## src/include/miner_defs.svh

```systemverilog
// Slot offsets assume a 12-bit APB byte address with one storage byte per 32-bit word
`ifndef MINER_DEFS_SVH
`define MINER_DEFS_SVH

// Block storage layout in bytes
`define STORE_BYTES 112
`define CHUNK1_BYTES 64
`define CHUNK2_BYTES 16
`define TARGET_BYTES 32

// Compression rounds per 512-bit block
`define SHA_ROUNDS 64

// Control and status register offsets
`define REG_CTRL 12'h200
`define REG_NONCE_START 12'h204
`define REG_NONCE_COUNT 12'h208
`define REG_STATUS 12'h20C
`define REG_FOUND 12'h210

`endif

```

## src/verilog/block_storage.sv

```systemverilog
// Writes to slots at or above STORE_BYTES are dropped; a written byte shows on the next cycle
`timescale 1ns/1ps
`include "miner_defs.svh"

module block_storage (
	input  logic                           tb_clk,
	input  logic                           rst_n,
	input  logic                           data_en,
	input  logic [6:0]                     data_sel,
	input  logic [7:0]                     data,
	output logic [`CHUNK1_BYTES-1:0][7:0]  chunk_1,
	output logic [`CHUNK2_BYTES-1:0][7:0]  chunk_2,
	output logic [`TARGET_BYTES-1:0][7:0]  difficulty
);

	// Flat byte array, slot n at index n
	logic [`STORE_BYTES-1:0][7:0] mem;

	// One byte per enabled cycle
	always_ff @(posedge tb_clk or negedge rst_n)
	begin
		if (!rst_n)
		begin
			mem <= '0;
		end
		else if (data_en && (data_sel < 7'(`STORE_BYTES)))
		begin
			mem[data_sel] <= data;
		end
	end

	// Header bytes 0 to 63
	assign chunk_1 = mem[`CHUNK1_BYTES-1:0];
	// Header bytes 64 to 79, nonce field included
	assign chunk_2 = mem[`CHUNK1_BYTES+`CHUNK2_BYTES-1:`CHUNK1_BYTES];
	// Target bytes, least significant first
	assign difficulty = mem[`STORE_BYTES-1:`CHUNK1_BYTES+`CHUNK2_BYTES];

endmodule

```

## config.mk

```make
export PLATFORM = sky130hd
export DESIGN_NAME = block_storage
export DESIGN_NICKNAME = d
export VERILOG_FILES = /design/src/verilog/block_storage.sv
export VERILOG_INCLUDE_DIRS = /design/src /design/src/include
export SDC_FILE = /design/constraint.sdc
export NUM_CORES = 1
export LEC_CHECK = 0
export BUFFER_PORTS_ARGS = -buffer_cell sky130_fd_sc_hd__buf_4
export CAP_MARGIN = 10
export CELL_PAD_IN_SITES_DETAIL_PLACEMENT = 0
export CELL_PAD_IN_SITES_GLOBAL_PLACEMENT = 1
export CORE_AREA = 2 2 354 356
export DETAILED_ROUTE_END_ITERATION = 8
export DIE_AREA = 0 0 356 358
export GPL_TIMING_DRIVEN = 0
export PLACE_DENSITY = 0.67
export SETUP_SLACK_MARGIN = 0.2
export SYNTH_ARGS = -nofsm -noshare
export SYNTH_HDL_FRONTEND = slang
export SYNTH_SLANG_ARGS = --single-unit
export TNS_END_PERCENT = 5
```

## constraint.sdc

```tcl
create_clock -name tb_clk -period 0.95 [get_ports tb_clk]
set_input_delay 0.1425 -clock tb_clk [delete_from_list [all_inputs] [get_ports tb_clk]]
set_output_delay 0.1425 -clock tb_clk [all_outputs]
set_load 0.02 [all_outputs]
```

After elaboration in Yosys (flattened, before gate mapping):

Index checks and enable logic that the tools add are counted.

* $lt $le $gt $ge: 3
* mux-type cells: 3
* reduce and logical (&&, ||, !) cells: 2

Operators with widths (number)
* $bwmux 896: 1
* $demux 8 s7: 1
* $lt 7x8->1 const B: 1
* $mux 8: 1
* $ge 7x1->1 const B: 1
* $lt 7x7->1 const B: 1
* $logic_and 1x1->1: 2

* register bits after elaboration: 896
* bits of input ports: 18
* output and inout port bits: 896
* word-level logic and storage cells: 120

Logic depth before layout (Yosys ltp):

* depth in word-level cells: 5
* depth in mapped cells: 6

Least setup slack after synthesis:

Ideal clock, no wire load.

* path type: input port to flip-flop
* start point: input port data_sel[3]
* end point: register mem (netlist bit chunk_1[24])
* setup time: 0.125 ns
* arrival time: 1.597 ns
* path slack: -0.772 ns
* cell stages on the path: 5
* path buffers: 2
* cells stage by stage: buf_6 -> or4_1 -> buf_2 -> nor3_4 -> mux2_2

* cells in the longest elaborated chain, start to end: 5
* elaborated cells on any way between the ends: 8
* those cells by class: order compare (3); mux (3); reduce/logical (2)

Ends and longest elaborated chain
* start: declaration: line block_storage.sv:9 `input logic [6:0] data_sel,`
* $lt 7x8->1 (not written as such) / $ge 7x1->1 (equally long branches): line block_storage.sv:28 `mem[data_sel] <= data;`
* $logic_and 1x1->1 (not written as such): line block_storage.sv:28
* $mux 8 (not written as such): line block_storage.sv:28
* $demux 8 s7: line block_storage.sv:28
* $bwmux 896: line block_storage.sv:28
* end signal: indexed assignment: line block_storage.sv:28
* end: declaration: line block_storage.sv:17 `` logic [`STORE_BYTES-1:0][7:0] mem; ``

Several ways; a longest one is shown, not always the timed one.
A chain may end at the register's enable or synchronous reset.

Worst setup path after layout:

* start point: input port data_sel[6]
* end point: register mem (netlist bit chunk_1[190])

The elaborated chain is that of the path after synthesis.

==> flow_summary.json <==
{
  "root_buffer": "clkbuf_16",
  "routabilityCongestion": 0.784,
  "port_buffers": 903,
  "cts_tree": "yes",
  "violations": "hold timing, setup timing",
  "yosys.area_share.simple_pct": 5.04,
  "switchingPower_mw": 27.1,
  "num_rows": 129,
  "core_sq_um": 123000,
  "fin_cells": 4882,
  "ios": 914,
  "hold_buffers": 2,
  "avgRoutedWirePerCell_um": 27.2,
  "drt_first_pass_iters": 4,
  "path_delay_family": "simple AND/OR/NAND/NOR gates",
  "final_antenna_net_count": 0,
  "vias_per_cell": 4.60,
  "utilization_pct": 41.2,
  "ys_top_cells_by_count": "dfrtp_1, mux2_2, clkbuf_1, nand3_2, nor3_4",
  "p_comb_share_pct": 16.9,
  "yosysWarnings": 0,
  "cpPeakStageDelay_ns": 0.56,
  "async_flop_share_pct": 100,
  "pwr-share-seq_pct": 44.0,
  "cp_num_buf_inv": 3,
  "netlist_area_sq_um": 34900,
  "worstMarginPinSlew_ns": 0.776,
  "synth_top_family_by_area": "multiplexers",
  "multi_input_area_sq_um": 12400,
  "yosysMostFrequentCell": "dfrtp_1",
  "final_max_slew_viol_count": 0,
  "power.density_nw_per_um2": 1920,
  "run_status": "finished, violations left",
  "cts_buffer_depth": 3,
  "syn_area_per_cell_sq_um": 16.7,
  "synth_xor_area_share_pct": 0,
  "arrival_ns": 2.06,
  "grt_max_degree": 109,
  "grt_use_total_pct": 20.1,
  "cp-end-kind": "flip-flop",
  "cap_violations": 0,
  "area_delta_synth_final_pct": 45.5,
  "power.share.clock_pct": 39.1,
  "routed_wl_mm": 133,
  "drive_gt1_share_pct": 68.5,
  "ys_ff_latch": 896,
  "peakVddDrop_mv": 1.37,
  "p_int_mw": 70.4,
  "worst_ep_required_time_ns": 1.52,
  "synth_top_area_share_pct": 64.2,
  "dp.cells": 4636,
  "dieArea_sq_um": 127000,
  "grt_overflow": 0,
  "rsz0062_at_grt": "yes",
  "grt_pass1_vias": 23000,
  "synth_compound_area_share_pct": 0.0430,
  "synth_ff_type": "dfrtp_1",
  "power_leakage_nw": 25.5,
  "cts.sinks": 896,
  "insertion_delay_ns": 0.71,
  "hold_violations": 410,
  "path_clk_slew_ns": 0.06,
  "min_period_ns": 1.49,
  "drc": 0,
  "synth_mux_area_share_pct": 28.9,
  "fin_skew_ns": 0,
  "critical_path_class": "input port to flip-flop",
  "setup_violations": 1778,
  "cts_made_buffers": 100,
  "swShare_pct": 27.8,
  "path_max_fanout": 8,
  "holdWs_ns": -0.658,
  "syn_nets": 2104,
  "hold_class": "input port to asynchronous set/reset pin",
  "hpwl_mm": 96.2,
  "vias": 22500,
  "fmax_mhz": 669,
  "fillers": 11600,
  "regArea_sq_um": 22400,
  "start_util_pct": 28.3,
  "slowest_stage": "or4b_4",
  "nets": 3186,
  "crit_chain": "buf_8 > buf_12 > buf_4 > or4b_4 > nor3_4 > mux2_2",
  "synth_cell_types": 29,
  "crit_path_start_kind": "input port",
  "synth_edf_count": 0,
  "synthAdderAreaFrac_pct": 0,
  "syn_inst": 2086,
  "first_iter_violations": 1015,
  "die_w_um": 356,
  "setup_slack_ns": -0.545,
  "period_share_pct": 157,
  "slew_headroom_pct": 48.3,
  "ys_seq_area_share_pct": 64.2,
  "fp.dieH_um": 358,
  "synth_area_leaders": "dfrtp_1, mux2_2, nor3_4, nand3_2, clkbuf_1",
  "grt_pass1_wl_mm": 181,
  "h-tree-depth": 3,
  "r2r_slack_ns": 0.10,
  "yosys.area.top_type": "dfrtp_1",
  "antenna_found_initial": 8
}
## final timing paths
path                       cells past startpoint    startpoint              to
setup / recovery                               6   data_sel[6]    chunk_1[190]
hold reg to reg                                1  chunk_1[336]    chunk_1[336]
setup reg to reg                               1  chunk_1[106]    chunk_1[106]
min in group tb_clk                            2       data[2]  difficulty[34]
max in group asynchronous                      3         rst_n    chunk_1[202]
hold / removal                                 1         rst_n    chunk_1[218]
## per-stage QoR
step / setup WS (ns) / instance area [sq um] / power [mW] / setup TNS (ns) / hold WS (ns)
6_report: -0.545 / 50800 / 97.5 / -613.09 / -0.658
5_1_grt: -0.578 / 50800 / 101 / -680.48 / -0.661
4_1_cts: -0.599 / 48900 / 97.7 / -776.49 / -0.625
3_5_place_dp: -1.84 / 44100 / 58.6 / -1675.90 / 0.174
3_3_place_gp: -11.25 / 43900 / 58.3 / - / 0.474
2_1_floorplan: -0.720 / 35000 / 50.2 / -535.91 / -0.153
## metal layers
layer  global-route usage (%)  up-vias  routed length, um
met2                     33.5      722              65300
met4                     8.75        4               5510
met3                     6.13      223              10300
li1                         -     9673                  -
met5                        0        -                 25
met1                     23.9    11800              51400
## cell type report
type	instances	area share (%)
Antenna cell	3	0.0148
Buffer	140	1.88
Clock buffer	152	5.84
Clock inverter	24	0.433
Multi-Input combinational cell	1050	24.4
Sequential cell	896	44.1
Tap cell	1637	4.03
Timing Repair Buffer	980	19.3
## state kept, by name, summed over array words and instances, names as in the netlist
name	count
chunk_1	512
difficulty	256
chunk_2	128
## power groups by stage
stage / Clock [mW] / Sequential [mW] / Combinational (mW)
3_3_place_gp: 0 / 43.2 / 15.1
4_1_cts: 39.2 / 42.7 / 15.8
5_1_grt: 40.9 / 43.2 / 17.3
2_1_floorplan: 0 / 46.7 / 3.48
6_report: 38.2 / 42.9 / 16.5
3_5_place_dp: 0 / 43.3 / 15.3
## placed cells by master (no fill, tap or decap), drive strengths merged
master | Yosys | routed
and3b | 2 | 2
nor4bb | 3 | 3
buf | 51 | 1022
nor4b | 4 | 4
nor4 | 1 | 1
nor3b | 1 | 1
clkinv | 0 | 13
bufinv | 0 | 2
dfrtp | 896 | 896
nand4 | 1 | 1
a31o | 1 | 1
and4b | 2 | 2
nand3b | 4 | 4
nor3 | 51 | 51
or4b | 4 | 4
clkbuf | 89 | 248
nand4bb | 6 | 6
or4 | 1 | 1
a31oi | 1 | 1
and4bb | 4 | 4
clkinvlp | 0 | 2
nand4b | 5 | 5
and3 | 2 | 2
inv | 0 | 7
mux2 | 896 | 896
nand3 | 61 | 61
diode | 0 | 3
dlygate4sd3 | 0 | 2
## timing repair
action                                  CTS  global route
pin swaps                                36            13
cloned                                    1             7
setup endpoints to repair              2188          2278
setup buffers                            49             8
gates resized for setup                 210           425
endpoints found under the hold margin   392           410
## cell families (layout without fill, tap and decap cells)
family | count (synthesis) | in the layout
muxes | 896 | 896
DFF | 896 | 896
and+or+nand+nor | 152 | 152
buffers and inverters | 140 | 1296
AOI/OAI and AO/OA | 2 | 2
other | 0 | 3
(Power assumes the default switching activity.)
