--- src/include/miner_defs.svh ---
// Slot offsets assume a 12-bit APB byte address with one storage byte per 32-bit word
`ifndef MINER_DEFS_SVH
`define MINER_DEFS_SVH

// Block storage layout in bytes
`define STORE_BYTES 112
`define CHUNK1_BYTES 64
`define CHUNK2_BYTES 16
`define TARGET_BYTES 32

// Compression rounds per 512-bit block
`define SHA_ROUNDS 64

// Control and status register offsets
`define REG_CTRL 12'h200
`define REG_NONCE_START 12'h204
`define REG_NONCE_COUNT 12'h208
`define REG_STATUS 12'h20C
`define REG_FOUND 12'h210

`endif

--- src/verilog/apb_regs_pkg.sv ---
// Host-side access kinds; BAD covers unaligned slots and unmapped offsets
package apb_regs_pkg;

	// Decoded APB access kind
	typedef enum logic [2:0] {
		SLOT,
		CTRL,
		NONCE_START,
		NONCE_COUNT,
		STATUS,
		FOUND,
		BAD
	} reg_sel_t;

endpackage

--- src/verilog/apb_miner_regs.sv ---
// Zero-wait APB3 slave; writes to STATUS and FOUND are ignored, slot data in PWDATA bits 7:0
`timescale 1ns/1ps
`include "miner_defs.svh"

module apb_miner_regs import apb_regs_pkg::*; (
	input  logic                          tb_clk,
	input  logic                          rst_n,
	input  logic                          psel,
	input  logic                          penable,
	input  logic                          pwrite,
	input  logic [11:0]                   paddr,
	input  logic [31:0]                   pwdata,
	output logic [31:0]                   prdata,
	output logic                          pready,
	output logic                          pslverr,
	output logic                          data_en,
	output logic [6:0]                    data_sel,
	output logic [7:0]                    data,
	input  logic [`CHUNK1_BYTES-1:0][7:0] chunk_1,
	input  logic [`CHUNK2_BYTES-1:0][7:0] chunk_2,
	input  logic [`TARGET_BYTES-1:0][7:0] difficulty,
	output logic                          start,
	output logic [31:0]                   nonce_start,
	output logic [31:0]                   nonce_count,
	input  logic                          busy,
	input  logic                          done,
	input  logic                          found,
	input  logic [31:0]                   found_nonce
);

	reg_sel_t                     sel;
	logic                         access;
	logic [`STORE_BYTES-1:0][7:0] store_view;

	// Access phase, always one cycle
	assign access = psel && penable;
	assign pready = 1'b1;
	assign store_view = {difficulty, chunk_2, chunk_1};

	// Address decode, slots word aligned below the registers
	always_comb
	begin
		sel = BAD;
		if (paddr < 12'(`STORE_BYTES * 4))
			sel = (paddr[1:0] == 2'b00) ? SLOT : BAD;
		else
			case (paddr)
				`REG_CTRL:        sel = CTRL;
				`REG_NONCE_START: sel = NONCE_START;
				`REG_NONCE_COUNT: sel = NONCE_COUNT;
				`REG_STATUS:      sel = STATUS;
				`REG_FOUND:       sel = FOUND;
				default:          sel = BAD;
			endcase
	end

	// Slot write to storage, blocked during a search
	assign data_en = access && pwrite && (sel == SLOT) && !busy;
	assign data_sel = paddr[8:2];
	assign data = pwdata[7:0];

	// CTRL bit 0 starts a job
	assign start = access && pwrite && (sel == CTRL) && pwdata[0] && !busy;

	assign pslverr = access && ((sel == BAD)
		|| (pwrite && busy && ((sel == SLOT) || ((sel == CTRL) && pwdata[0]))));

	// Nonce range registers
	always_ff @(posedge tb_clk or negedge rst_n)
	begin
		if (!rst_n)
		begin
			nonce_start <= '0;
			nonce_count <= '0;
		end
		else if (access && pwrite)
		begin
			if (sel == NONCE_START)
				nonce_start <= pwdata;
			if (sel == NONCE_COUNT)
				nonce_count <= pwdata;
		end
	end

	// Read mux
	always_comb
	begin
		case (sel)
			SLOT:        prdata = {24'd0, store_view[paddr[8:2]]};
			NONCE_START: prdata = nonce_start;
			NONCE_COUNT: prdata = nonce_count;
			STATUS:      prdata = {29'd0, found, done, busy};
			FOUND:       prdata = found_nonce;
			default:     prdata = '0;
		endcase
	end

endmodule

--- config.mk ---
export PLATFORM = sky130hd
export DESIGN_NAME = apb_miner_regs
export DESIGN_NICKNAME = d
export VERILOG_FILES = /design/src/verilog/apb_regs_pkg.sv /design/src/verilog/apb_miner_regs.sv
export VERILOG_INCLUDE_DIRS = /design/src /design/src/include
export SDC_FILE = /design/constraint.sdc
export NUM_CORES = 1
export LEC_CHECK = 0
export ABC_AREA = 1
export BUFFER_PORTS_ARGS = -buffer_cell sky130_fd_sc_hd__buf_2
export CORE_AREA = 2 2 428 430
export CTS_BUF_LIST = sky130_fd_sc_hd__clkbuf_2 sky130_fd_sc_hd__clkbuf_4 sky130_fd_sc_hd__clkbuf_8
export DETAILED_ROUTE_END_ITERATION = 10
export DIE_AREA = 0 0 430 432
export HOLD_SLACK_MARGIN = 0.06
export SYNTH_ARGS = -nofsm -noshare
export SYNTH_HDL_FRONTEND = slang
export SYNTH_SLANG_ARGS = --single-unit
--- constraint.sdc ---
create_clock -name tb_clk -period 1.7 [get_ports tb_clk]
set_input_delay 0.17 -clock tb_clk [delete_from_list [all_inputs] [get_ports tb_clk]]
set_output_delay 0.17 -clock tb_clk [all_outputs]
set_load 0.005 [all_outputs]
=== Yosys cells after proc, flatten, opt, wreduce, memory -nomap -nowiden ===
Cells that the tools add are included.

* Magnitude comparators: 2
* Equal/unequal tests: 11
* Multiplexer cells: 6
* Reduce and logical (&&, ||, !) cells: 18

{| class="wikitable"
|+ Operator list
! operator !! number
|-
| case mux 32 bit (5 select lines) || 1
|-
| equality test 12 x 10 -> 1 bit (second input constant) || 5
|-
| binary-select mux 8 bit (select 7 bit) || 1
|-
| case mux 3 bit (5 select lines) || 1
|-
| < comparator 12 x 9 -> 1 bit (second input constant) || 1
|-
| logical AND 1 bit || 11
|-
| equality test 3 bit (second input constant) || 3
|-
| < comparator 7 x 8 -> 1 bit (second input constant) || 1
|-
| two-way mux 8 bit || 1
|-
| equality test 3 x 2 -> 1 bit (second input constant) || 2
|-
| two-way mux 3 bit || 2
|-
| AND reduction 2 bit || 2
|-
| equality test 3 x 1 -> 1 bit (second input constant) || 1
|-
| zero test 3 bit || 1
|-
| zero test 2 bit || 1
|-
| logical OR 1 bit || 2
|-
| zero test 1 bit || 1
|}

* Register bits after elaboration: 64
* Logic and storage cells: 39

=== Depth between registers and ports, before layout ===
* Word-level depth: 9
* Depth in mapped cells: 17
* Depth with buffers taken out: 14

=== Worst setup path before layout ===
OpenSTA, ideal clock, no wires.

* Kind: input -> output
* Start: in paddr[6]
* End: out prdata[3]
* Arrival: 1.452 ns
* Path slack: 0.078 ns
* Stages on the path: 14
* Path buffers: 2
* Cells stage by stage: buf_4 nor2_8 nand2_4 nor2_8 nand3_1 nand2_2 inv_2 nand2_2 inv_2 buf_6 nand2_1 nand2_1 a21oi_1 nand2_1

* Longest elaborated chain between the ends: 5
* Elaborated cells between the ends (all ways): 16
* Classes of those cells: order compare (1); eq/ne (9); mux (5); reduce/logical (1)

{| class="wikitable"
|+ RTL lines
! item !! line !! source
|-
| from (decl) || apb_miner_regs.sv:11 || <nowiki>input logic [11:0] paddr,</nowiki>
|-
| branches (longest 4 deep; another with < comparator 12 x 9 -> 1 bit) || n/a ||
|-
| case mux 32 bit (5 select lines) (*) || apb_miner_regs.sv:88 || <nowiki>case (sel)</nowiki>
|-
| to (decl) || apb_miner_regs.sv:13 || <nowiki>output logic [31:0] prdata,</nowiki>
|}

Mark *: on every way between the ends. The select of a mux whose other input is x is not followed.

=== Worst setup path after layout ===
* Start: in paddr[2]
* End: out prdata[1]

Same word-level chain as after synthesis.

==> impl_results.md <==
- Routed len/inst: 22.42 um
- Met3 Use GR: 3.272%
- Total wire length: 147900 um
- Hold Path Depth: 3
- Die H: 432 um
- Failing checks: setup timing
- Drt drc: 0
- Mean area per synthesized cell: 4.684 um2
- Die Wd: 430 um
- Tot Pwr: 9.288 mW
- Max Slew Vio Count: 0
- Clk_lat worst skew: 380 ps
- Fin cells: 6597
- Flop2flop setup slack: 920 ps
- Status: finished, violations left
- CTS tree: done
- Dpl cells: 6464
- Crit path time final: 2530 ps
- # IOs: 1095
- Met2 usage: 25.53%
- Most frequent cells in the layout: buf_2 (1079), nand2_1 (914), nor2_1 (745)
- Fin Hold WS: 78.59 ps
- Clk buf depth: 2
- Hold path startpoint: pwdata[8]
- Post-synthesis cell count: 2887
- Hold Vio Cnt, Final: 0
- Global route total overflow: 0
- Type of the worst setup path: in2out
- Critical path arrival: 2360 ps
- Layout cells sized above 1: 44.94%
- First-pass GRT wire length: 187700 um
- H-tree lvl count: 3
- Drt pass-1 iters: 5
- Vias/cell: 3.555
- Peak VDD IR: 0.6123 mV
- Synth Warn #: 0
- PortBufs: 1093
- Drt initial violations: 1837
- Synth unique cells: 40
- CTS sink cnt: 64
- DP Worst Slack: -1957 ps
- Power density over cell area: 335.5 nW/um2
- Nets: 5161
- Initial antenna violation count: 75
- R2R Path Start: nonce_count[1]
- Final setup vio count: 66
- Full die area: 185800 um2
- Max-slew headroom: 58.16%
- Final WS setup: -830.2 ps
- #FFs+latches synth: 64
- Worst Hold End: nonce_start[8]
- Sequential cell area fraction in the yosys report: 11.84%
- Worst Setup End Kind: output pin
- Worst min path class: in2reg
- Slew at the pin with the worst max-slew slack: 627.6 ps
- Design area: 27690 um2
- Worst setup SP type: input pin
- Total Routing Usage GR: 14.83%
- Syn-to-layout area delta: 104.7%
- Routability-driven placement congestion ratio: 1.004
- Syn nets: 3867
- Clk_skew: 0 ps
- Reg clk slew, reported paths: 70 ps
- Global Route met1 Usage: 18.92%
- Initial Util: 7.442%
- Busiest grt layer: met2
- Crit path required time: 1530 ps
- Unrepaired setup endpoints after global routing: true
- DPL Wire Length: 124200 um
- Cell Rows: 157
- Largest net degree at the start of global routing: 57
- CTS root buf: clkbuf_8
- Reg-to-Reg End: nonce_count[1]
- Vias: 23450
- Synth Cell Area: 13520 um2
- CP max FO: 8
- Worst R2R Path Depth: 2
- Vias in the first global route: 22080
- Fmax: 395.2 MHz
- Final ANT Viol Nets: 0
- Core area: 181700 um2
- Leak: 15.82 nW
- Max Cap Viol: 0
- Total CTS buffers: 9
- Final period utilization: 148.8%
- Commonest non-fill, non-tap cell in the layout: buf_2
- Area of placed instances: 23820 um2
[worst max-delay path, cell delays in order]
cell,delay [ps]
buf_16,130
buf_12,140
clkinv_16,90
nand2_8,160
buf_12,190
buf_6,120
buf_6,120
nor2_4,40
nor2_4,100
nand2_1,70
nand2_1,70
nand2_1,50
inv_1,60
nand2_2,80
nand2_2,60
nand2_1,60
o21ai_1,140
buf_4,180
nand2_8,80
nand2_4,70
buf_6,90
[flip-flops by register name (all words and copies together) (netlist names)]
register	count
nonce_count	32
nonce_start	32
[kinds of logic after synthesis]
family          after synthesis  synth area share [%]
flops                        64                 11.84
buf+inv                     521                 17.37
simple gates               2156                 64.05
other cells                   1               0.02773
compound gates              145                 6.708
[cell usage after synthesis (all sizes together)]
cell type  count  share of area, %
nor3b          1             0.056
or2           20              0.93
a21oi         27               1.0
nand4         30               1.4
a22oi          2              0.11
a221oi         1             0.065
o41ai          1             0.065
conb           1             0.028
nor3           2             0.074
o2111a         2              0.17
nand3b         1             0.056
nor2         807                23
o21bai        11              0.61
o21ai         97               4.5
o221ai         1             0.065
buf          144               6.8
dfrtp         64                12
inv          336               9.4
o21a           1             0.056
clkinv         3             0.083
nand3        196               7.4
clkbuf        38               1.1
nand2       1098                31
o22ai          2             0.093
and2           1             0.046
[layer usage]
| metal | wire, um | vias to the layer above |
|---|---|---|
| li1 | - | 11230 |
| met5 | 324 | - |
| met1 | 61800 | 10750 |
| met4 | 3227 | 50 |
| met3 | 11150 | 207 |
| met2 | 71420 | 1215 |
[stage by stage]
step / utilization (%) / TNS [ps]
finish: 15.24 / -17940
global route: 15.22 / -24020
CTS: 14.57 / -21100
detailed placement: 13.11 / -90690
global placement: 13.11 / -89600
floorplan: - / 0
[how the worst max path moves through the flow]
stage                        start         to
after floorplan           paddr[6]  prdata[3]
after global placement    paddr[2]  prdata[5]
after detailed placement  paddr[2]  prdata[5]
after CTS                 paddr[2]  prdata[1]
after global routing      paddr[2]  prdata[7]
final                     paddr[2]  prdata[1]
[what timing repair did]
action | 4_1_cts | 5_1_grt
gates resized for setup | 374 | 253
buffers inserted | 47 | 25
endpoints found under the setup margin | 99 | 98
hold endpoints to repair | 91 | 0
gates cloned | 17 | 10
pin swaps | 113 | 143
hold buffers | 22 | 0
[area by class of cell]
| cell class | instances | area (um2) |
|---|---|---|
| antenna | 26 | 65.06 |
| timing repair buffer | 1464 | 10100 |
| clock inverter | 5 | 80.08 |
| multi-input combinational | 2303 | 11360 |
| fill | 21310 | 154000 |
| clock buffer | 11 | 145.1 |
| tap | 2385 | 2984 |
| sequential | 64 | 1602 |
| inverter | 339 | 1341 |
[report_power, final]
group	switching (mW)	total, mW	internal (mW)
Sequential	0.0936	1.67	1.58
Combinational	3.48	6.06	2.58
Clock	0.676	1.56	0.879
Power figures use the tool's default switching activity.
