**src/include/miner_defs.svh**
```systemverilog
// Slot offsets assume a 12-bit APB byte address with one storage byte per 32-bit word
`ifndef MINER_DEFS_SVH
`define MINER_DEFS_SVH

// Block storage layout in bytes
`define STORE_BYTES 112
`define CHUNK1_BYTES 64
`define CHUNK2_BYTES 16
`define TARGET_BYTES 32

// Compression rounds per 512-bit block
`define SHA_ROUNDS 64

// Control and status register offsets
`define REG_CTRL 12'h200
`define REG_NONCE_START 12'h204
`define REG_NONCE_COUNT 12'h208
`define REG_STATUS 12'h20C
`define REG_FOUND 12'h210

`endif

```
**src/verilog/mine_pkg.sv**
```systemverilog
// Hashing types only; the state encoding is shared with the bound assertions
package mine_pkg;

	// One 32-bit SHA-256 word
	typedef logic [31:0] hash_word_t;

	// Search controller states
	typedef enum logic [2:0] {
		IDLE,
		MIDSTATE,
		INNER,
		OUTER,
		COMPARE,
		NEXT,
		DONE
	} mine_state_t;

endpackage

```
**src/verilog/sha256_core.sv**
```systemverilog
// One round per clock, single block in flight; blk_start is ignored until hash_done has pulsed
`timescale 1ns/1ps
`include "miner_defs.svh"

module sha256_core import mine_pkg::*; (
	input  logic         tb_clk,
	input  logic         rst_n,
	input  logic         blk_start,
	input  logic [511:0] block,
	input  logic [255:0] chain_in,
	output logic [255:0] hash_out,
	output logic         hash_done
);

	// Round constants
	localparam hash_word_t K [64] = '{
		32'h428a2f98, 32'h71374491, 32'hb5c0fbcf, 32'he9b5dba5,
		32'h3956c25b, 32'h59f111f1, 32'h923f82a4, 32'hab1c5ed5,
		32'hd807aa98, 32'h12835b01, 32'h243185be, 32'h550c7dc3,
		32'h72be5d74, 32'h80deb1fe, 32'h9bdc06a7, 32'hc19bf174,
		32'he49b69c1, 32'hefbe4786, 32'h0fc19dc6, 32'h240ca1cc,
		32'h2de92c6f, 32'h4a7484aa, 32'h5cb0a9dc, 32'h76f988da,
		32'h983e5152, 32'ha831c66d, 32'hb00327c8, 32'hbf597fc7,
		32'hc6e00bf3, 32'hd5a79147, 32'h06ca6351, 32'h14292967,
		32'h27b70a85, 32'h2e1b2138, 32'h4d2c6dfc, 32'h53380d13,
		32'h650a7354, 32'h766a0abb, 32'h81c2c92e, 32'h92722c85,
		32'ha2bfe8a1, 32'ha81a664b, 32'hc24b8b70, 32'hc76c51a3,
		32'hd192e819, 32'hd6990624, 32'hf40e3585, 32'h106aa070,
		32'h19a4c116, 32'h1e376c08, 32'h2748774c, 32'h34b0bcb5,
		32'h391c0cb3, 32'h4ed8aa4a, 32'h5b9cca4f, 32'h682e6ff3,
		32'h748f82ee, 32'h78a5636f, 32'h84c87814, 32'h8cc70208,
		32'h90befffa, 32'ha4506ceb, 32'hbef9a3f7, 32'hc67178f2
	};

	// Working variables a..h, next values, chaining value
	hash_word_t v [8];
	hash_word_t nv [8];
	hash_word_t cv [8];
	// Rolling schedule window, w[0] feeds the current round
	hash_word_t w [16];
	hash_word_t w_next;
	hash_word_t s0, s1, ch, maj, t1, t2;
	logic       running;
	logic [5:0] round;
	logic       last_round;

	function automatic hash_word_t rotr(input hash_word_t x, input int n);
		return (x >> n) | (x << (32 - n));
	endfunction

	assign last_round = (round == 6'(`SHA_ROUNDS - 1));

	// Round function
	always_comb
	begin
		s1 = rotr(v[4], 6) ^ rotr(v[4], 11) ^ rotr(v[4], 25);
		ch = (v[4] & v[5]) ^ (~v[4] & v[6]);
		t1 = v[7] + s1 + ch + K[round] + w[0];
		s0 = rotr(v[0], 2) ^ rotr(v[0], 13) ^ rotr(v[0], 22);
		maj = (v[0] & v[1]) ^ (v[0] & v[2]) ^ (v[1] & v[2]);
		t2 = s0 + maj;
		nv[0] = t1 + t2;
		nv[1] = v[0];
		nv[2] = v[1];
		nv[3] = v[2];
		nv[4] = v[3] + t1;
		nv[5] = v[4];
		nv[6] = v[5];
		nv[7] = v[6];
		// W[t+16] from the window W[t..t+15]
		w_next = (rotr(w[14], 17) ^ rotr(w[14], 19) ^ (w[14] >> 10)) + w[9]
			+ (rotr(w[1], 7) ^ rotr(w[1], 18) ^ (w[1] >> 3)) + w[0];
	end

	// Sequencing: load cycle, then 64 rounds
	always_ff @(posedge tb_clk or negedge rst_n)
	begin
		if (!rst_n)
		begin
			running <= 1'b0;
			round <= '0;
			hash_done <= 1'b0;
		end
		else
		begin
			hash_done <= 1'b0;
			if (blk_start && !running)
			begin
				running <= 1'b1;
				round <= '0;
			end
			else if (running)
			begin
				if (last_round)
				begin
					running <= 1'b0;
					hash_done <= 1'b1;
				end
				else
					round <= round + 6'd1;
			end
		end
	end

	// Datapath
	always_ff @(posedge tb_clk)
	begin
		if (blk_start && !running)
		begin
			for (int i = 0; i < 8; i++)
			begin
				cv[i] <= chain_in[255 - 32*i -: 32];
				v[i] <= chain_in[255 - 32*i -: 32];
			end
			for (int i = 0; i < 16; i++)
				w[i] <= block[511 - 32*i -: 32];
		end
		else if (running)
		begin
			v <= nv;
			for (int i = 0; i < 15; i++)
				w[i] <= w[i + 1];
			w[15] <= w_next;
			// Feed-forward add on the final round
			if (last_round)
				for (int i = 0; i < 8; i++)
					hash_out[255 - 32*i -: 32] <= cv[i] + nv[i];
		end
	end

endmodule
```
**config.mk**
```make
export PLATFORM = sky130hd
export DESIGN_NAME = sha256_core
export DESIGN_NICKNAME = d
export VERILOG_FILES = /design/src/verilog/mine_pkg.sv /design/src/verilog/sha256_core.sv
export VERILOG_INCLUDE_DIRS = /design/src /design/src/include
export SDC_FILE = /design/constraint.sdc
export NUM_CORES = 2
export LEC_CHECK = 0
export BUFFER_PORTS_ARGS = -buffer_cell sky130_fd_sc_hd__buf_2
export CORE_AREA = 10 10 390 392
export CTS_BUF_LIST = sky130_fd_sc_hd__clkbuf_16
export CTS_CLUSTER_DIAMETER = 50
export CTS_CLUSTER_SIZE = 14
export DETAILED_ROUTE_END_ITERATION = 10
export DIE_AREA = 0 0 400 402
export HOLD_SLACK_MARGIN = 0.08
export PLACE_DENSITY = 0.74
export SLEW_MARGIN = 30
export SYNTH_ARGS = -nofsm -noshare
export SYNTH_HDL_FRONTEND = slang
export SYNTH_SLANG_ARGS = --single-unit
```
**constraint.sdc**
```tcl
create_clock -name tb_clk -period 26.4 [get_ports tb_clk]
set_input_delay 1.32 -clock tb_clk [delete_from_list [all_inputs] [get_ports tb_clk]]
set_output_delay 1.32 -clock tb_clk [all_outputs]
set_load 0.01 [all_outputs]
```
# Yosys cells after proc, flatten, opt, wreduce, memory -nomap -nowiden
# Memories as Yosys holds them, arrays and structs flattened.
# Index checks and enable logic that the tools add are counted.
[totals]
rom_bits = 2048
mem_bits_rw = 768
wordCells = 121
n_memories = 3
register_bits = 520
out_inout_bits = 257
[mem_list]
columns = ["memory", "words", "width", "rd", "rd_clocked_by_memory_dff", "wr", "line_no", "text"]
rows = [
  ["(no name shown)", 64, 32, 1, 0, 0, "sha256_core.sv:58", "t1 = v[7] + s1 + ch + K[round] + w[0];"],
  ["w", 16, 32, 16, 0, 16, "sha256_core.sv:40", "hash_word_t w [16];"],
  ["cv", 8, 32, 8, 0, 8, "sha256_core.sv:38", "hash_word_t cv [8];"],
]
[op_classes]
reduce_logical = 5
magnitude_cmp = 1
addsub = 19
n_mux = 34
eq_ne = 2
bitwise_logic = 45
[op_table]
columns = ["operator", "n"]
rows = [
  ["32-bit adder", 18],
  ["32-bit 2-to-1 mux", 18],
  ["256-bit 2-to-1 mux", 2],
  ["32-bit bitwise XOR", 9],
  ["32-bit AND", 5],
  ["32-bit inverter", 1],
  ["10-bit by 32-bit bitwise OR with 32-bit output", 1],
  ["13-bit by 32-bit bitwise OR with 32-bit output", 1],
  ["14-bit by 32-bit bitwise OR with 32-bit output", 1],
  ["15-bit by 32-bit bitwise OR with 32-bit output", 1],
  ["19-bit by 32-bit bitwise OR with 32-bit output", 1],
  ["21-bit by 32-bit bitwise OR with 32-bit output", 1],
  ["25-bit by 32-bit bitwise OR with 32-bit output", 1],
  ["26-bit by 32-bit bitwise OR with 32-bit output", 1],
  ["30-bit by 32-bit bitwise OR with 32-bit output", 1],
  ["7-bit by 32-bit bitwise OR with 32-bit output", 1],
  ["32-bit by 22-bit bitwise XOR with 32-bit output", 1],
  ["32-bit by 29-bit bitwise XOR with 32-bit output", 1],
  ["6-bit 2-to-1 mux", 3],
  ["1-bit bitwise OR", 16],
  ["1-bit 2-to-1 mux", 11],
  ["7-bit >= comparator, second input constant", 1],
  ["6-bit inverter with 7-bit output", 1],
  ["6-bit by 1-bit adder with 6-bit output, second input constant", 1],
  ["other kinds (8)", 8],
]

# Depth between registers and ports, before layout
[depth]
depth_word = 10
ltp_mapped = 46
mapped_depth_nobuf = 44

# Least setup slack after synthesis
# No wires, ideal clock.
[synth_path]
path_type = "input to register"
from = "input blk_start"
to = "register round[5]"
path_stages = 8
slack_ps = 6587
setup_time_ps = 456
t_required_ps = 25944
arrival_time_ps = 19357
n_path_buf = 0
cell_sequence = "nor2_1 > inv_1 > o21ai_0 > inv_1 > nand3_1 > or2_2 > xor2_1 > nor2_1"
[synth_via]
elab_chain_len = 3
elab_cells_between_ends = 5
cone_classes = "eq/ne (1); mux (1); reduce/logical (3)"
[synth_rtl]
columns = ["element", "line_no", "text"]
rows = [
  ["from (decl)", "sha256_core.sv:8", "input logic blk_start,"],
  ["1-bit logical AND *", "sha256_core.sv:87", "if (blk_start && !running)"],
  ["2-bit by 1-bit != test with 1-bit output (no line) / 2-bit nonzero test (equally long branches)", "--", ""],
  ["2-bit AND reduction (no line)", "--", ""],
  ["to (signal assigned)", "sha256_core.sv:100", "round <= round + 6'd1;"],
  ["to (decl)", "sha256_core.sv:44", "logic [5:0] round;"],
]
# Mark *: on every way between the ends. The rest lies on a longest branch, timed or not.
# A chain may end at the register's enable or synchronous reset.

# Worst setup path after layout
[layout_path]
from = "register round[0]"
to = "register hash_out[255], data pin"
[layout_via]
elab_chain_len = 8
[layout_rtl]
columns = ["element", "line_no", "text"]
rows = [
  ["6-bit inverter with 7-bit output (not written as such)", "sha256_core.sv:58", ""],
  ["memory read 64 x 32 bit", "--", ""],
  ["32-bit 2-to-1 mux (not written as such) (2 in series)", "sha256_core.sv:58", ""],
  ["32-bit adder (2 in series)", "sha256_core.sv:58", ""],
  ["32-bit adder", "sha256_core.sv:62", "nv[0] = t1 + t2;"],
  ["32-bit adder", "sha256_core.sv:127", "hash_out[255 - 32*i -: 32] <= cv[i] + nv[i];"],
  ["to (signal, indexed assignment)", "sha256_core.sv:127", ""],
  ["to (decl)", "sha256_core.sv:11", "output logic [255:0] hash_out,"],
]
# Every way passes these cells. The select of a mux whose other input is x is not followed.

==> results.ini <==
[yosys]
async_reset_ff_share_pct = 0.621
ys_top_cells_by_area = edfxtp_1, nand2_1, ha_1
synth_seq_cells = 1288
synth_top_area_cell = edfxtp_1
synth_top_area_share_pct = 51.2
synth_edf_count = 1280
synth_cells = 6616
syn_area_per_cell_um2 = 11.4
ys_seq_area_share_pct = 51.4
synth_ff_type = edfxtp_1
syn_area_mm2 = 0.0751
ys_warn_count = 0
ys_types = 86
synthesis.nets = 7975

[grt]
antenna_found_initial = 85
grt_use_met1_pct = 42.4
grtUsageMet2_pct = 55.8
grt_pass1_vias = 56100
grt_pass1_wl_um = 397000
overflow = 0
grt_max_degree = 186
use_met3_pct = 7.45
grt_usage_pct = 34.1
busiest_layer = met2

[cells_and_area]
layout-drive-gt1-share_pct = 22.1
nNetsFinal = 8931
areaGrowthSynthToFinish_pct = 15.8
fin_area_mm2 = 0.0870

[floorplanning]
start_util_pct = 52.0
rows = 140
fp.dieW_um = 400
ios = 1028
dieArea_mm2 = 0.161
die_h_um = 402
core_area_mm2 = 0.145

[clocking]
root_buffer = clkbuf_16
tritoncts = yes
cts_sinks = 1288
htree_levels = 4
cts-buffers-inserted = 139
cts.repair.resized = 0
clkLatencyLatePin_ns = 0.81
postCtsHoldBufs = 0
cts_setup_buffers = 0
clk_pin_slew_ns = 0.07
clk_path_buf_depth = 3

[route]
ant_nets = 0
avgRoutedWirePerCell_um = 29.4
viasPerCell = 5.94
drcViolationCount = 0
routed_wl_um = 283000
dr.pass1.iters = 8
vias = 57300
drt_iter0_drc = 6456

[critical_path]
path_max_fanout = 18
slowest_delay_ns = 0.65
critPathKind = flip-flop to flip-flop
startpoint_type = flip-flop
crit_start = round[0]$_DFFE_PN0P_
arrival_ns = 11.61
timing.rr.start = round[0]$_DFFE_PN0P_
crit_required_ns = 26.93
cp_common_cell = a21o_1
crit_slowest_cell = nor2_1
critPathCaptureType = flip-flop

[placed_design]
place_area_mm2 = 0.0821
port-buffer-count = 1027
globalplace.congestion = 1.01
dpl.hpwl_um = 228000

[sta]
slew_violations = 0
post-route-period-util_pct = 42.0
fin_skew_ns = 0.0506
min_period_ns = 11.08
setup_violations = 0
tightest_slew_ns = 1.14
finalSetupTns_ns = 0
fmax_mhz = 90.3
rsz0062_at_grt = false
slew_headroom_pct = 24.0
hold_viol = 0

[status]
status = complete, no violations

[run]
drv_cap = 0

[hold_path]
hp-class = input port to asynchronous set/reset pin

layout make-up:
type / instances / area, µm²
fill: 11800 / 57500
clock inverter: 96 / 1110
inverter: 275 / 1050
timing repair buffer: 1069 / 5550
multi-input combinational: 4799 / 34500
clock buffer: 144 / 3600
antenna: 51 / 128
sequential: 1288 / 38600
tap: 1917 / 2400
critical path, delay by kind of cell (launching register included):
family | cells | cell delay [ns]
DFF | 1 | 0.32
xor gates and xnor gates | 3 | 0.52
buffers and inverters | 4 | 0.71
and+or+nand+nor | 9 | 1.71
AOI/OAI and AO/OA | 20 | 4.17
adders and majority gates | 8 | 3.38
per-layer routing:
layer  part of all wire [%]  routed length, µm
met3                    9.3              26400
met4                    5.7              16200
met2                     48             135000
met1                     37             105000
met5                   0.14                405
cells in the mapped netlist, types with 9 or more instances:
library cell	n
and4_1	10
or3_1	18
o21ai_0	264
a21oi_1	328
nand3b_1	14
and3_1	33
ha_1	393
o21bai_1	39
a21boi_0	17
clkbuf_1	226
a221oi_1	9
a211o_1	15
nand3_1	76
nand4_1	21
a21o_1	175
o31ai_1	18
buf_1	27
nor3_1	89
mux2i_1	14
o21a_1	64
fa_1	195
maj3_1	19
edfxtp_1	1280
o211ai_1	31
o22ai_1	9
nand2b_1	50
mux2_2	357
xor2_1	119
xnor2_1	466
nor2b_1	34
or2_2	19
a311oi_1	11
inv_1	272
a31oi_1	33
nor2_1	308
a211oi_1	49
nand2_1	1368
o311ai_0	13
registers in the layout, indices dropped and copies added, names as in the netlist:
name and cells:
cv 256, hash_done 1, hash_out 256, nv 192, round 6, running 1
v 64, w 512
through the flow:
| stage | std cells | utilization (%) | hold slack [ns] | setup slack [ns] |
|---|---|---|---|---|
| global placement | 9346 | 56.8 | 0.496 | 15.73 |
| detailed placement | 9346 | 56.8 | 0.500 | 15.61 |
| finish | 9639 | 60.2 | 0.387 | 15.32 |
| floorplan | 6616 | - | 0.491 | 6.59 |
| CTS | 9586 | 60.1 | 0.345 | 15.58 |
| global route | 9617 | 60.2 | 0.370 | 14.62 |
layout by cell type (no fill, tap or decap), types with 64 or more instances in the layout:
| master | n |
|---|---|
| fa_1 | 195 |
| clkbuf_16 | 144 |
| buf_2 | 1027 |
| nor2_1 | 307 |
| o21a_1 | 64 |
| xor2_1 | 119 |
| mux2_2 | 357 |
| nor3_1 | 89 |
| nand3_1 | 76 |
| a21o_1 | 175 |
| xnor2_1 | 466 |
| inv_1 | 286 |
| edfxtp_1 | 1280 |
| nand2_1 | 1367 |
| a21oi_1 | 328 |
| ha_1 | 393 |
| o21ai_0 | 263 |
kinds of logic after synthesis:
family	after synthesis	share of synthesized area, %
AOI/OAI and AO/OA	1161	9.86
xor gates and xnor gates	586	6.85
adders and majority gates	607	12.0
buffers and inverters	529	2.64
DFF	1288	51.4
muxes	379	5.78
and+or+nand+nor	2066	11.4
final timing paths:
kind                                           end  slack (ns)  cells past startpoint
setup / recovery           hash_out[255]$_DFFE_PP_       15.32                     44
hold / removal                round[5]$_DFFE_PN0P_        0.39                      1
min in group tb_clk            w[0][366]$_DFFE_PP_        0.52                      2
max in group asynchronous        running$_DFF_PN0_       25.76                      1
hold reg to reg                w[0][366]$_DFFE_PP_        0.52                      2
setup reg to reg           hash_out[255]$_DFFE_PP_       15.32                     44
Power is not shown: default switching activity piles up to over one toggle a cycle in this logic, so the estimate is an artifact.
